`src/logic/priv_pkg.sv`:
```
package priv_pkg;

    localparam int uop_w = 5;

    // bit positions inside the one-hot micro-op type
    localparam int uop_csr   = 0;
    localparam int uop_cache = 1;
    localparam int uop_ertn  = 2;
    localparam int uop_idle  = 3;
    localparam int uop_tlb   = 4;

    // tlb sub-op, ins[11:10]
    localparam logic [1:0] tlb_srch = 2'b10;
    localparam logic [1:0] tlb_rd   = 2'b11;
    localparam logic [1:0] tlb_wr   = 2'b00;
    localparam logic [1:0] tlb_fill = 2'b01;

    localparam int invtlb_bit = 16;          // ins bit that marks invtlb

    // cacop target, ins[2:0]
    localparam logic [2:0] cacop_tgt_i = 3'b000;
    localparam logic [2:0] cacop_tgt_d = 3'b001;

    typedef enum logic [2:0] {
        st_init,
        st_csr,
        st_cacop,
        st_idle_wait,
        st_idle_blk,
        st_tlb,
        st_done
    } priv_state_t;

endpackage

```
`src/logic/csr_pkg.sv`:
```
package csr_pkg;

    localparam int csr_addr_w = 14;

    // csr numbers
    localparam logic [csr_addr_w-1:0] csr_crmd  = 14'h000;
    localparam logic [csr_addr_w-1:0] csr_prmd  = 14'h001;
    localparam logic [csr_addr_w-1:0] csr_era   = 14'h006;
    localparam logic [csr_addr_w-1:0] csr_save0 = 14'h030;
    localparam logic [csr_addr_w-1:0] csr_save1 = 14'h031;
    localparam logic [csr_addr_w-1:0] csr_save2 = 14'h032;
    localparam logic [csr_addr_w-1:0] csr_save3 = 14'h033;

    // writable bits: plv in 1:0, ie in 2
    localparam logic [31:0] crmd_mask = 32'h0000_0007;
    localparam logic [31:0] prmd_mask = 32'h0000_0007;

endpackage

```
`src/logic/csr_bus_if.sv`:
```
`timescale 1ns/1ps
interface csr_bus_if;

    logic [csr_pkg::csr_addr_w-1:0] addr;
    logic [31:0]                    wdata;
    logic                           wen;
    logic                           ren;
    logic [31:0]                    rdata;   // comb from addr

    modport ctrl (
        output addr,
        output wdata,
        output wen,
        output ren,
        input  rdata
    );

    modport file (
        input  addr,
        input  wdata,
        input  wen,
        input  ren,
        output rdata
    );

endinterface

```
`src/logic/priv_ctrl.sv`:
```
`timescale 1ns/1ps
module priv_ctrl (
    input  logic                       clk,
    input  logic                       rstn,
    input  logic                       en,
    input  logic [31:0]                ins,
    input  logic [31:0]                rj_data,
    input  logic [31:0]                rk_data,
    input  logic [priv_pkg::uop_w-1:0] uop,
    output logic                       done,
    output logic [31:0]                rd_value,
    csr_bus_if.ctrl                    csr,
    output logic                       ertn_en,
    output logic                       cacop_start,
    output logic                       cacop_dcache,
    input  logic                       cacop_finish,
    input  logic                       i_idle,
    input  logic                       d_idle,
    output logic                       block_cache,
    output logic                       block_clock,
    output logic                       tlbsrch_valid,
    output logic                       tlbrd_valid,
    output logic                       tlbwr_valid,
    output logic                       tlbfill_valid,
    output logic                       invtlb_valid,
    input  logic                       tlbsrch_ready,
    input  logic                       tlbrd_ready,
    input  logic                       tlbwr_ready,
    input  logic                       tlbfill_ready,
    input  logic                       invtlb_ready
);

    priv_pkg::priv_state_t state;
    priv_pkg::priv_state_t next_state;

    logic                           is_icache;
    logic                           is_dcache;
    logic                           dec_csr;
    logic                           dec_cache;
    logic                           dec_ertn;
    logic                           dec_idle;
    logic [4:0]                     tlb_sel;     // inv fill wr rd srch
    logic [4:0]                     dec_tlb;
    logic [4:0]                     tlb_sel_q;
    logic [4:0]                     tlb_ready;
    logic                           known;
    logic                           start;
    logic [csr_pkg::csr_addr_w-1:0] csr_addr_q;
    logic                           csr_we_q;
    logic                           csr_xchg_q;
    logic [31:0]                    csr_mask_q;
    logic [31:0]                    csr_rk_q;

    assign is_icache = uop[priv_pkg::uop_cache] && (ins[2:0] == priv_pkg::cacop_tgt_i);
    assign is_dcache = uop[priv_pkg::uop_cache] && (ins[2:0] == priv_pkg::cacop_tgt_d);
    assign tlb_ready = {invtlb_ready, tlbfill_ready, tlbwr_ready, tlbrd_ready, tlbsrch_ready};
    assign start     = en && (state == priv_pkg::st_init);

    // invtlb carries rk in bits 14:10, so its marker bit is tested before the sub-op
    always_comb
    begin
        tlb_sel = 5'b00000;
        if (ins[priv_pkg::invtlb_bit])
            tlb_sel = 5'b10000;
        else
            case (ins[11:10])
                priv_pkg::tlb_srch: tlb_sel = 5'b00001;
                priv_pkg::tlb_rd:   tlb_sel = 5'b00010;
                priv_pkg::tlb_wr:   tlb_sel = 5'b00100;
                priv_pkg::tlb_fill: tlb_sel = 5'b01000;
                default:            tlb_sel = 5'b00000;
            endcase
    end

    always_comb
    begin
        dec_csr   = 1'b0;
        dec_cache = 1'b0;
        dec_ertn  = 1'b0;
        dec_idle  = 1'b0;
        dec_tlb   = 5'b00000;
        if (uop[priv_pkg::uop_csr])
            dec_csr = 1'b1;
        else if (is_icache || is_dcache)
            dec_cache = 1'b1;
        else if (uop[priv_pkg::uop_ertn])
            dec_ertn = 1'b1;
        else if (uop[priv_pkg::uop_idle])
            dec_idle = 1'b1;
        else if (uop[priv_pkg::uop_tlb])
            dec_tlb = tlb_sel;
    end

    assign known = dec_csr || dec_cache || dec_ertn || dec_idle || (|dec_tlb);

    always_comb
    begin
        next_state = state;
        case (state)
            priv_pkg::st_init:
            begin
                if (start && dec_csr)
                    next_state = priv_pkg::st_csr;
                else if (start && dec_cache)
                    next_state = priv_pkg::st_cacop;
                else if (start && dec_ertn)
                    next_state = priv_pkg::st_done;
                else if (start && dec_idle)
                    next_state = priv_pkg::st_idle_wait;
                else if (start && (|dec_tlb))
                    next_state = priv_pkg::st_tlb;
            end
            priv_pkg::st_csr:       next_state = priv_pkg::st_init;
            priv_pkg::st_cacop:
            begin
                if (cacop_finish)
                    next_state = priv_pkg::st_done;
            end
            priv_pkg::st_idle_wait:
            begin
                if (i_idle && d_idle)
                    next_state = priv_pkg::st_idle_blk;
            end
            priv_pkg::st_idle_blk:  next_state = priv_pkg::st_done;
            priv_pkg::st_tlb:
            begin
                if (|(tlb_sel_q & tlb_ready))
                    next_state = priv_pkg::st_done;
            end
            default:                next_state = priv_pkg::st_init;
        endcase
    end

    always_ff @(posedge clk or negedge rstn)
    begin
        if (!rstn)
        begin
            state     <= priv_pkg::st_init;
            done      <= 1'b0;
            tlb_sel_q <= 5'b00000;
        end
        else
        begin
            state <= next_state;
            done  <= (next_state == priv_pkg::st_csr) || (next_state == priv_pkg::st_done);
            if (start)
                tlb_sel_q <= dec_tlb;
        end
    end

    // csr operands held for the write cycle
    always_ff @(posedge clk)
    begin
        if (start && dec_csr)
        begin
            rd_value   <= csr.rdata;              // old value
            csr_addr_q <= ins[23:10];
            csr_we_q   <= |ins[9:5];              // rj != 0
            csr_xchg_q <= |ins[9:6];              // rj > 1
            csr_mask_q <= rj_data;
            csr_rk_q   <= rk_data;
        end
    end

    assign csr.addr  = (state == priv_pkg::st_csr) ? csr_addr_q : ins[23:10];
    assign csr.ren   = (start && dec_csr) || (state == priv_pkg::st_csr);
    assign csr.wen   = (state == priv_pkg::st_csr) && csr_we_q;
    assign csr.wdata = csr_xchg_q ? ((rd_value & ~csr_mask_q) | (csr_rk_q & csr_mask_q))
                                  : csr_rk_q;

    assign ertn_en      = start && dec_ertn;
    assign cacop_start  = start && dec_cache;
    assign cacop_dcache = is_dcache;
    assign block_cache  = (start && dec_idle) || (state == priv_pkg::st_idle_wait)
                          || (state == priv_pkg::st_idle_blk);
    assign block_clock  = (state == priv_pkg::st_idle_blk);

    assign tlbsrch_valid = start && dec_tlb[0];
    assign tlbrd_valid   = start && dec_tlb[1];
    assign tlbwr_valid   = start && dec_tlb[2];
    assign tlbfill_valid = start && dec_tlb[3];
    assign invtlb_valid  = start && dec_tlb[4];

    a_en_idle: assert property (@(posedge clk) disable iff (!rstn)
        en |-> state == priv_pkg::st_init);
    a_en_known: assert property (@(posedge clk) disable iff (!rstn)
        en |-> known);
    a_tlb_onehot: assert property (@(posedge clk) disable iff (!rstn)
        $onehot0({tlbsrch_valid, tlbrd_valid, tlbwr_valid, tlbfill_valid, invtlb_valid}));

endmodule

```
`src/logic/csr_file.sv`:
```
`timescale 1ns/1ps
module csr_file (
    input  logic        clk,
    input  logic        rstn,
    csr_bus_if.file     csr,
    input  logic        ertn_en,
    output logic [31:0] ertn_pc,
    output logic [1:0]  plv
);

    logic [31:0] crmd;
    logic [31:0] prmd;
    logic [31:0] era;
    logic [31:0] save [4];

    always_comb
    begin
        case (csr.addr)
            csr_pkg::csr_crmd:  csr.rdata = crmd;
            csr_pkg::csr_prmd:  csr.rdata = prmd;
            csr_pkg::csr_era:   csr.rdata = era;
            csr_pkg::csr_save0: csr.rdata = save[0];
            csr_pkg::csr_save1: csr.rdata = save[1];
            csr_pkg::csr_save2: csr.rdata = save[2];
            csr_pkg::csr_save3: csr.rdata = save[3];
            default:            csr.rdata = 32'h0;    // unknown csr
        endcase
    end

    always_ff @(posedge clk or negedge rstn)
    begin
        if (!rstn)
        begin
            crmd <= 32'h0;
            prmd <= 32'h0;
            era  <= 32'h0;
            save <= '{default: 32'h0};
        end
        else if (ertn_en)
            crmd[2:0] <= prmd[2:0];               // restore plv and ie
        else if (csr.wen)
        begin
            case (csr.addr)
                csr_pkg::csr_crmd:  crmd    <= csr.wdata & csr_pkg::crmd_mask;
                csr_pkg::csr_prmd:  prmd    <= csr.wdata & csr_pkg::prmd_mask;
                csr_pkg::csr_era:   era     <= csr.wdata;
                csr_pkg::csr_save0: save[0] <= csr.wdata;
                csr_pkg::csr_save1: save[1] <= csr.wdata;
                csr_pkg::csr_save2: save[2] <= csr.wdata;
                csr_pkg::csr_save3: save[3] <= csr.wdata;
                default: ;
            endcase
        end
    end

    assign ertn_pc = era;
    assign plv     = crmd[1:0];

    a_wen_ren: assert property (@(posedge clk) disable iff (!rstn)
        csr.wen |-> csr.ren);

endmodule

```
`src/logic/cacop_port.sv`:
```
`timescale 1ns/1ps
module cacop_port (
    input  logic        clk,
    input  logic        rstn,
    input  logic        cacop_start,
    input  logic        cacop_dcache,
    input  logic [31:0] ins,
    input  logic [31:0] rj_data,
    output logic        cacop_finish,
    output logic [1:0]  cacop_ins_type,
    output logic [31:0] cacop_vaddr,
    output logic        cacop_i_en,
    output logic        cacop_d_en,
    input  logic        cacop_i_ready,
    input  logic        cacop_d_ready,
    input  logic        cacop_i_done,
    input  logic        cacop_d_done
);

    logic        dsel_q;                          // target is dcache
    logic        wait_q;                          // request accepted, awaiting done
    logic [31:0] imm_ext;
    logic        ready_hit;
    logic        done_hit;

    assign imm_ext      = {{20{ins[21]}}, ins[21:10]};
    assign ready_hit    = dsel_q ? cacop_d_ready : cacop_i_ready;
    assign done_hit     = dsel_q ? cacop_d_done : cacop_i_done;
    assign cacop_finish = wait_q && done_hit;

    always_ff @(posedge clk)
    begin
        if (cacop_start)
        begin
            cacop_ins_type <= ins[4:3];
            cacop_vaddr    <= rj_data + imm_ext;
        end
    end

    always_ff @(posedge clk or negedge rstn)
    begin
        if (!rstn)
        begin
            dsel_q     <= 1'b0;
            wait_q     <= 1'b0;
            cacop_i_en <= 1'b0;
            cacop_d_en <= 1'b0;
        end
        else if (cacop_start)
        begin
            dsel_q     <= cacop_dcache;
            cacop_i_en <= !cacop_dcache;
            cacop_d_en <= cacop_dcache;
        end
        else if ((cacop_i_en || cacop_d_en) && ready_hit)
        begin
            cacop_i_en <= 1'b0;                   // accepted, drop request
            cacop_d_en <= 1'b0;
            wait_q     <= 1'b1;
        end
        else if (cacop_finish)
            wait_q <= 1'b0;
    end

    a_one_cache: assert property (@(posedge clk) disable iff (!rstn)
        !(cacop_i_en && cacop_d_en));

endmodule

```
`src/logic/priv_unit.sv`:
```
`timescale 1ns/1ps
module priv_unit (
    input  logic                       clk,
    input  logic                       rstn,
    input  logic                       en,
    input  logic [31:0]                ins,
    input  logic [31:0]                rj_data,
    input  logic [31:0]                rk_data,
    input  logic [priv_pkg::uop_w-1:0] uop,
    output logic                       done,
    output logic [31:0]                rd_value,
    output logic [1:0]                 cacop_ins_type,
    output logic [31:0]                cacop_vaddr,
    output logic                       cacop_i_en,
    output logic                       cacop_d_en,
    input  logic                       cacop_i_ready,
    input  logic                       cacop_d_ready,
    input  logic                       cacop_i_done,
    input  logic                       cacop_d_done,
    output logic                       ertn_en,
    output logic [31:0]                ertn_pc,
    output logic [1:0]                 plv,
    input  logic                       i_idle,
    input  logic                       d_idle,
    output logic                       block_cache,
    output logic                       block_clock,
    output logic                       tlbsrch_valid,
    output logic                       tlbrd_valid,
    output logic                       tlbwr_valid,
    output logic                       tlbfill_valid,
    output logic                       invtlb_valid,
    input  logic                       tlbsrch_ready,
    input  logic                       tlbrd_ready,
    input  logic                       tlbwr_ready,
    input  logic                       tlbfill_ready,
    input  logic                       invtlb_ready,
    output logic [4:0]                 invtlb_op,
    output logic [31:0]                invtlb_asid,
    output logic [18:0]                invtlb_va
);

    logic cacop_start;
    logic cacop_dcache;
    logic cacop_finish;

    csr_bus_if csr_bus ();

    priv_ctrl ctrl_i (
        .clk(clk), .rstn(rstn), .en(en), .ins(ins),
        .rj_data(rj_data), .rk_data(rk_data), .uop(uop),
        .done(done), .rd_value(rd_value), .csr(csr_bus.ctrl), .ertn_en(ertn_en),
        .cacop_start(cacop_start), .cacop_dcache(cacop_dcache), .cacop_finish(cacop_finish),
        .i_idle(i_idle), .d_idle(d_idle), .block_cache(block_cache), .block_clock(block_clock),
        .tlbsrch_valid(tlbsrch_valid), .tlbrd_valid(tlbrd_valid), .tlbwr_valid(tlbwr_valid),
        .tlbfill_valid(tlbfill_valid), .invtlb_valid(invtlb_valid),
        .tlbsrch_ready(tlbsrch_ready), .tlbrd_ready(tlbrd_ready), .tlbwr_ready(tlbwr_ready),
        .tlbfill_ready(tlbfill_ready), .invtlb_ready(invtlb_ready)
    );

    csr_file csr_i (
        .clk(clk), .rstn(rstn), .csr(csr_bus.file),
        .ertn_en(ertn_en), .ertn_pc(ertn_pc), .plv(plv)
    );

    cacop_port cacop_i (
        .clk(clk), .rstn(rstn), .cacop_start(cacop_start), .cacop_dcache(cacop_dcache),
        .ins(ins), .rj_data(rj_data), .cacop_finish(cacop_finish),
        .cacop_ins_type(cacop_ins_type), .cacop_vaddr(cacop_vaddr),
        .cacop_i_en(cacop_i_en), .cacop_d_en(cacop_d_en),
        .cacop_i_ready(cacop_i_ready), .cacop_d_ready(cacop_d_ready),
        .cacop_i_done(cacop_i_done), .cacop_d_done(cacop_d_done)
    );

    // invtlb fields, valid alongside invtlb_valid
    assign invtlb_op   = ins[4:0];
    assign invtlb_asid = rj_data;
    assign invtlb_va   = rk_data[31:13];

endmodule

```
`config.mk`:
```
export PLATFORM = sky130hd
export DESIGN_NAME = priv_unit
export DESIGN_NICKNAME = d
export VERILOG_FILES = /design/src/logic/priv_pkg.sv /design/src/logic/csr_pkg.sv /design/src/logic/csr_bus_if.sv /design/src/logic/priv_ctrl.sv /design/src/logic/csr_file.sv /design/src/logic/cacop_port.sv /design/src/logic/priv_unit.sv
export SDC_FILE = /design/constraint.sdc
export NUM_CORES = 1
export LEC_CHECK = 0
export BUFFER_PORTS_ARGS = -buffer_cell sky130_fd_sc_hd__buf_2
export CAP_MARGIN = 15
export CORE_UTILIZATION = 55
export DETAILED_ROUTE_END_ITERATION = 8
export PLACE_DENSITY_LB_ADDON = 0.12
export SKIP_CTS_REPAIR_TIMING = 1
export SLEW_MARGIN = 15
export SYNTH_ARGS = -nofsm -noshare
export SYNTH_HDL_FRONTEND = slang
export SYNTH_HIERARCHICAL = 1
export SYNTH_SLANG_ARGS = --single-unit
```
`constraint.sdc`:
```
create_clock -name clk -period 4.48 [get_ports clk]
set_input_delay 0.224 -clock clk [delete_from_list [all_inputs] [get_ports clk]]
set_output_delay 0.224 -clock clk [all_outputs]
set_load 0.01 [all_outputs]
```
==> flow_metrics.env <==
export IMPL_crit_chain="nor3b_2 > buf_4 > mux2_2 > nor2_1 > and4b_1 > and2_1 > buf_4 > a221o_1"
export IMPL_cts_sinks=325
export IMPL_grt_util_all_layers_pct=25.1
export IMPL_cts_buffers=36
export IMPL_grt_pass1_wl_um=56100
export IMPL_clk_pin_slew_ps=60
export IMPL_crit_family="simple AND/OR/NAND/NOR gates"
export IMPL_drive_above_1_share_pct=41.0
export IMPL_finClkSkew_ps=9.79
export IMPL_yosys_warnings=6
export IMPL_overflow=0
export IMPL_worst_ep_arrival_time_ps=3990
export IMPL_antenna_cells=0
export IMPL_cp_start_kind="flop"
export IMPL_drt_pass1_iter_count=5
export IMPL_syn2layout_area_growth_pct=21.0
export IMPL_min_period_over_period_pct=80.5
export IMPL_worstSetupPathType="reg2reg"
export IMPL_num_vias=10600
export IMPL_layout_setup_ws_ps=872
export IMPL_seq_area_mm2=0.00886
export IMPL_rsz0062_at_grt="false"
export IMPL_grt_max_degree=110
export IMPL_tightest_slew_ps=932
export IMPL_crit_top_cell="buf_4"
export IMPL_synthesis_nets=1310
export IMPL_fillCellCount=2014
export IMPL_utilization_pct=68.3
export IMPL_min_path_type="in2reg"
export IMPL_io_buffers=273
export IMPL_setup_tns_ps=0
export IMPL_drv_cap=0
export IMPL_cp_max_fo=15
export IMPL_place_ws_ps=889
export IMPL_postRouteAntennaNets=0
export IMPL_cpPeakStageDelay_ps=640
export IMPL_start_util_pct=56.4
export IMPL_drc_errors=0
export IMPL_antenna_found_initial=0
export IMPL_setup_viol=0
export IMPL_critical_path_buf_inv_count=2
export IMPL_worstPathRequired_ps=4860
export IMPL_maxSlewViolCount=0
export IMPL_num_io_pins=282
export IMPL_pwr_density_cell_mw_per_mm2=388
export IMPL_gp_congestion=0.908
export IMPL_wire_per_inst_um=20.1
export IMPL_drt_iter0_markers=707
export IMPL_synthCells=1163
export IMPL_relSlewSlack_pct=37.9
export IMPL_cts_htree_levels=2
export IMPL_irDropWorstVdd_uv=264
export IMPL_status="finished, final reports clean"
export IMPL_totalWireLength_um=37600
export IMPL_hpwlAfterDp_um=24800
export IMPL_vias_per_cell=5.66
export IMPL_leakage_nw=8.74
export IMPL_synth_avg_cell_area_um2=13.6
export IMPL_grt_pass1_vias=10100
export IMPL_min_period_ps=3610
export IMPL_finalHoldViolCount=0
export IMPL_cts_root_buf="clkbuf_16"
export IMPL_core_area_mm2=0.0280
export IMPL_rows=61
export IMPL_cp_slowest_cell="and2_1"
export IMPL_cts_tree="built"
export IMPL_finalNetCount=1611
export IMPL_cts_path_max_buffers=3
export IMPL_die_y_um=172
export IMPL_fmax_mhz=277
export IMPL_die_area_mm2=0.0294
export IMPL_dieWidth_um=172
export IMPL_syn_cell_area_mm2=0.0158
export IMPL_insertion_delay_ps=510
export IMPL_multi_input_area_mm2=0.00623
export IMPL_endpoint_kind="flop"
layout make-up:
class / instances / share of cell area, %
tap: 378 / 2.47
sequential: 325 / 46.3
timing repair buffer: 374 / 12.4
clock inverter: 10 / 0.543
multi-input combinational: 713 / 32.6
inverter: 14 / 0.288
clock buffer: 53 / 5.37
power breakdown:
| part | switching (mW) | internal (mW) | leakage, nW |
|---|---|---|---|
| registers | 0.0783 | 3.32 | 3.83 |
| clock network | 1.16 | 1.70 | 0.550 |
| logic | 0.693 | 0.464 | 4.36 |
| total | 1.93 | 5.49 | 8.74 |
worst register-to-register path, cell delays in order, from the launching register on:
cell and delay, ps:
dfrtp_1 480, nor3b_2 530, buf_4 290, mux2_2 420
nor2_1 210, and4b_1 310, and2_1 640, buf_4 390
a221o_1 200
registers in the layout (all words and copies together) (netlist names):
signal	count
csr_i/save	128
cacop_i/cacop_vaddr	32
csr_i/ertn_pc	32
ctrl_i/csr_mask_q	32
ctrl_i/csr_rk_q	32
ctrl_i/rd_value	32
ctrl_i/csr_addr_q	14
ctrl_i/tlb_sel_q	5
csr_i/crmd	3
csr_i/prmd	3
ctrl_i/state	3
cacop_i/cacop_ins_type	2
cacop_i/cacop_d_en	1
cacop_i/cacop_i_en	1
cacop_i/dsel_q	1
cacop_i/wait_q	1
ctrl_i/csr_we_q	1
ctrl_i/csr_xchg_q	1
ctrl_i/done	1
metal layers:
metal,global-route usage (%),vias up,share of wire (%)
met5,0.174,-,0
met4,6.99,0,2.1
met3,4.05,54,5.1
met2,42.1,310,50
met1,33.9,5286,43
li1,-,4916,-
worst paths after layout:
path | startpoint | to | slack [ps] | cells after the start
min in group asynchronous | rstn | ctrl_i/done | 270 | 2
hold reg to reg | ctrl_i/tlb_sel_q[4] | ctrl_i/tlb_sel_q[4] | 490 | 1
setup / recovery | ctrl_i/state[0] | ctrl_i/rd_value[26] | 870 | 8
setup reg to reg | ctrl_i/state[0] | ctrl_i/rd_value[26] | 870 | 8
hold / removal | rj_data[30] | ctrl_i/csr_mask_q[30] | 1 | 1
max in group asynchronous | rstn | csr_i/save[93] | 3140 | 3
cell usage in the layout (no fill, tap or decap), types with 5 or more instances in the layout:
cell type	n
xor2_1	15
a221o_1	33
a22oi_1	32
nand3_1	16
mux2i_1	8
nand3b_1	7
nor2b_1	5
a21o_1	21
o21ai_0	11
nor2_1	57
nand4_1	10
clkbuf_1	13
nand2_1	34
edfxtp_1	146
clkbuf_16	38
xnor2_1	13
inv_1	12
a21oi_1	32
dfrtp_1	179
ha_1	31
mux2_2	208
nor3_1	7
buf_2	272
o21ai_1	7
nand2b_1	35
dlygate4sd3_1	79
buf_4	18
a31oi_1	5
and2_1	6
mux2_4	30
metrics by stage:
step	instance area [um^2]	total power [mW]	std cells	hold slack, ps
finish	19100	7.42	1867	1.47
CTS	18300	7.43	1788	-268
detailed placement	17200	4.56	1725	277
global placement	17200	4.55	1725	277
floorplan	15800	4.17	1163	-71.6
global route	19100	7.71	1867	3.02
(Power assumes the default switching activity.)
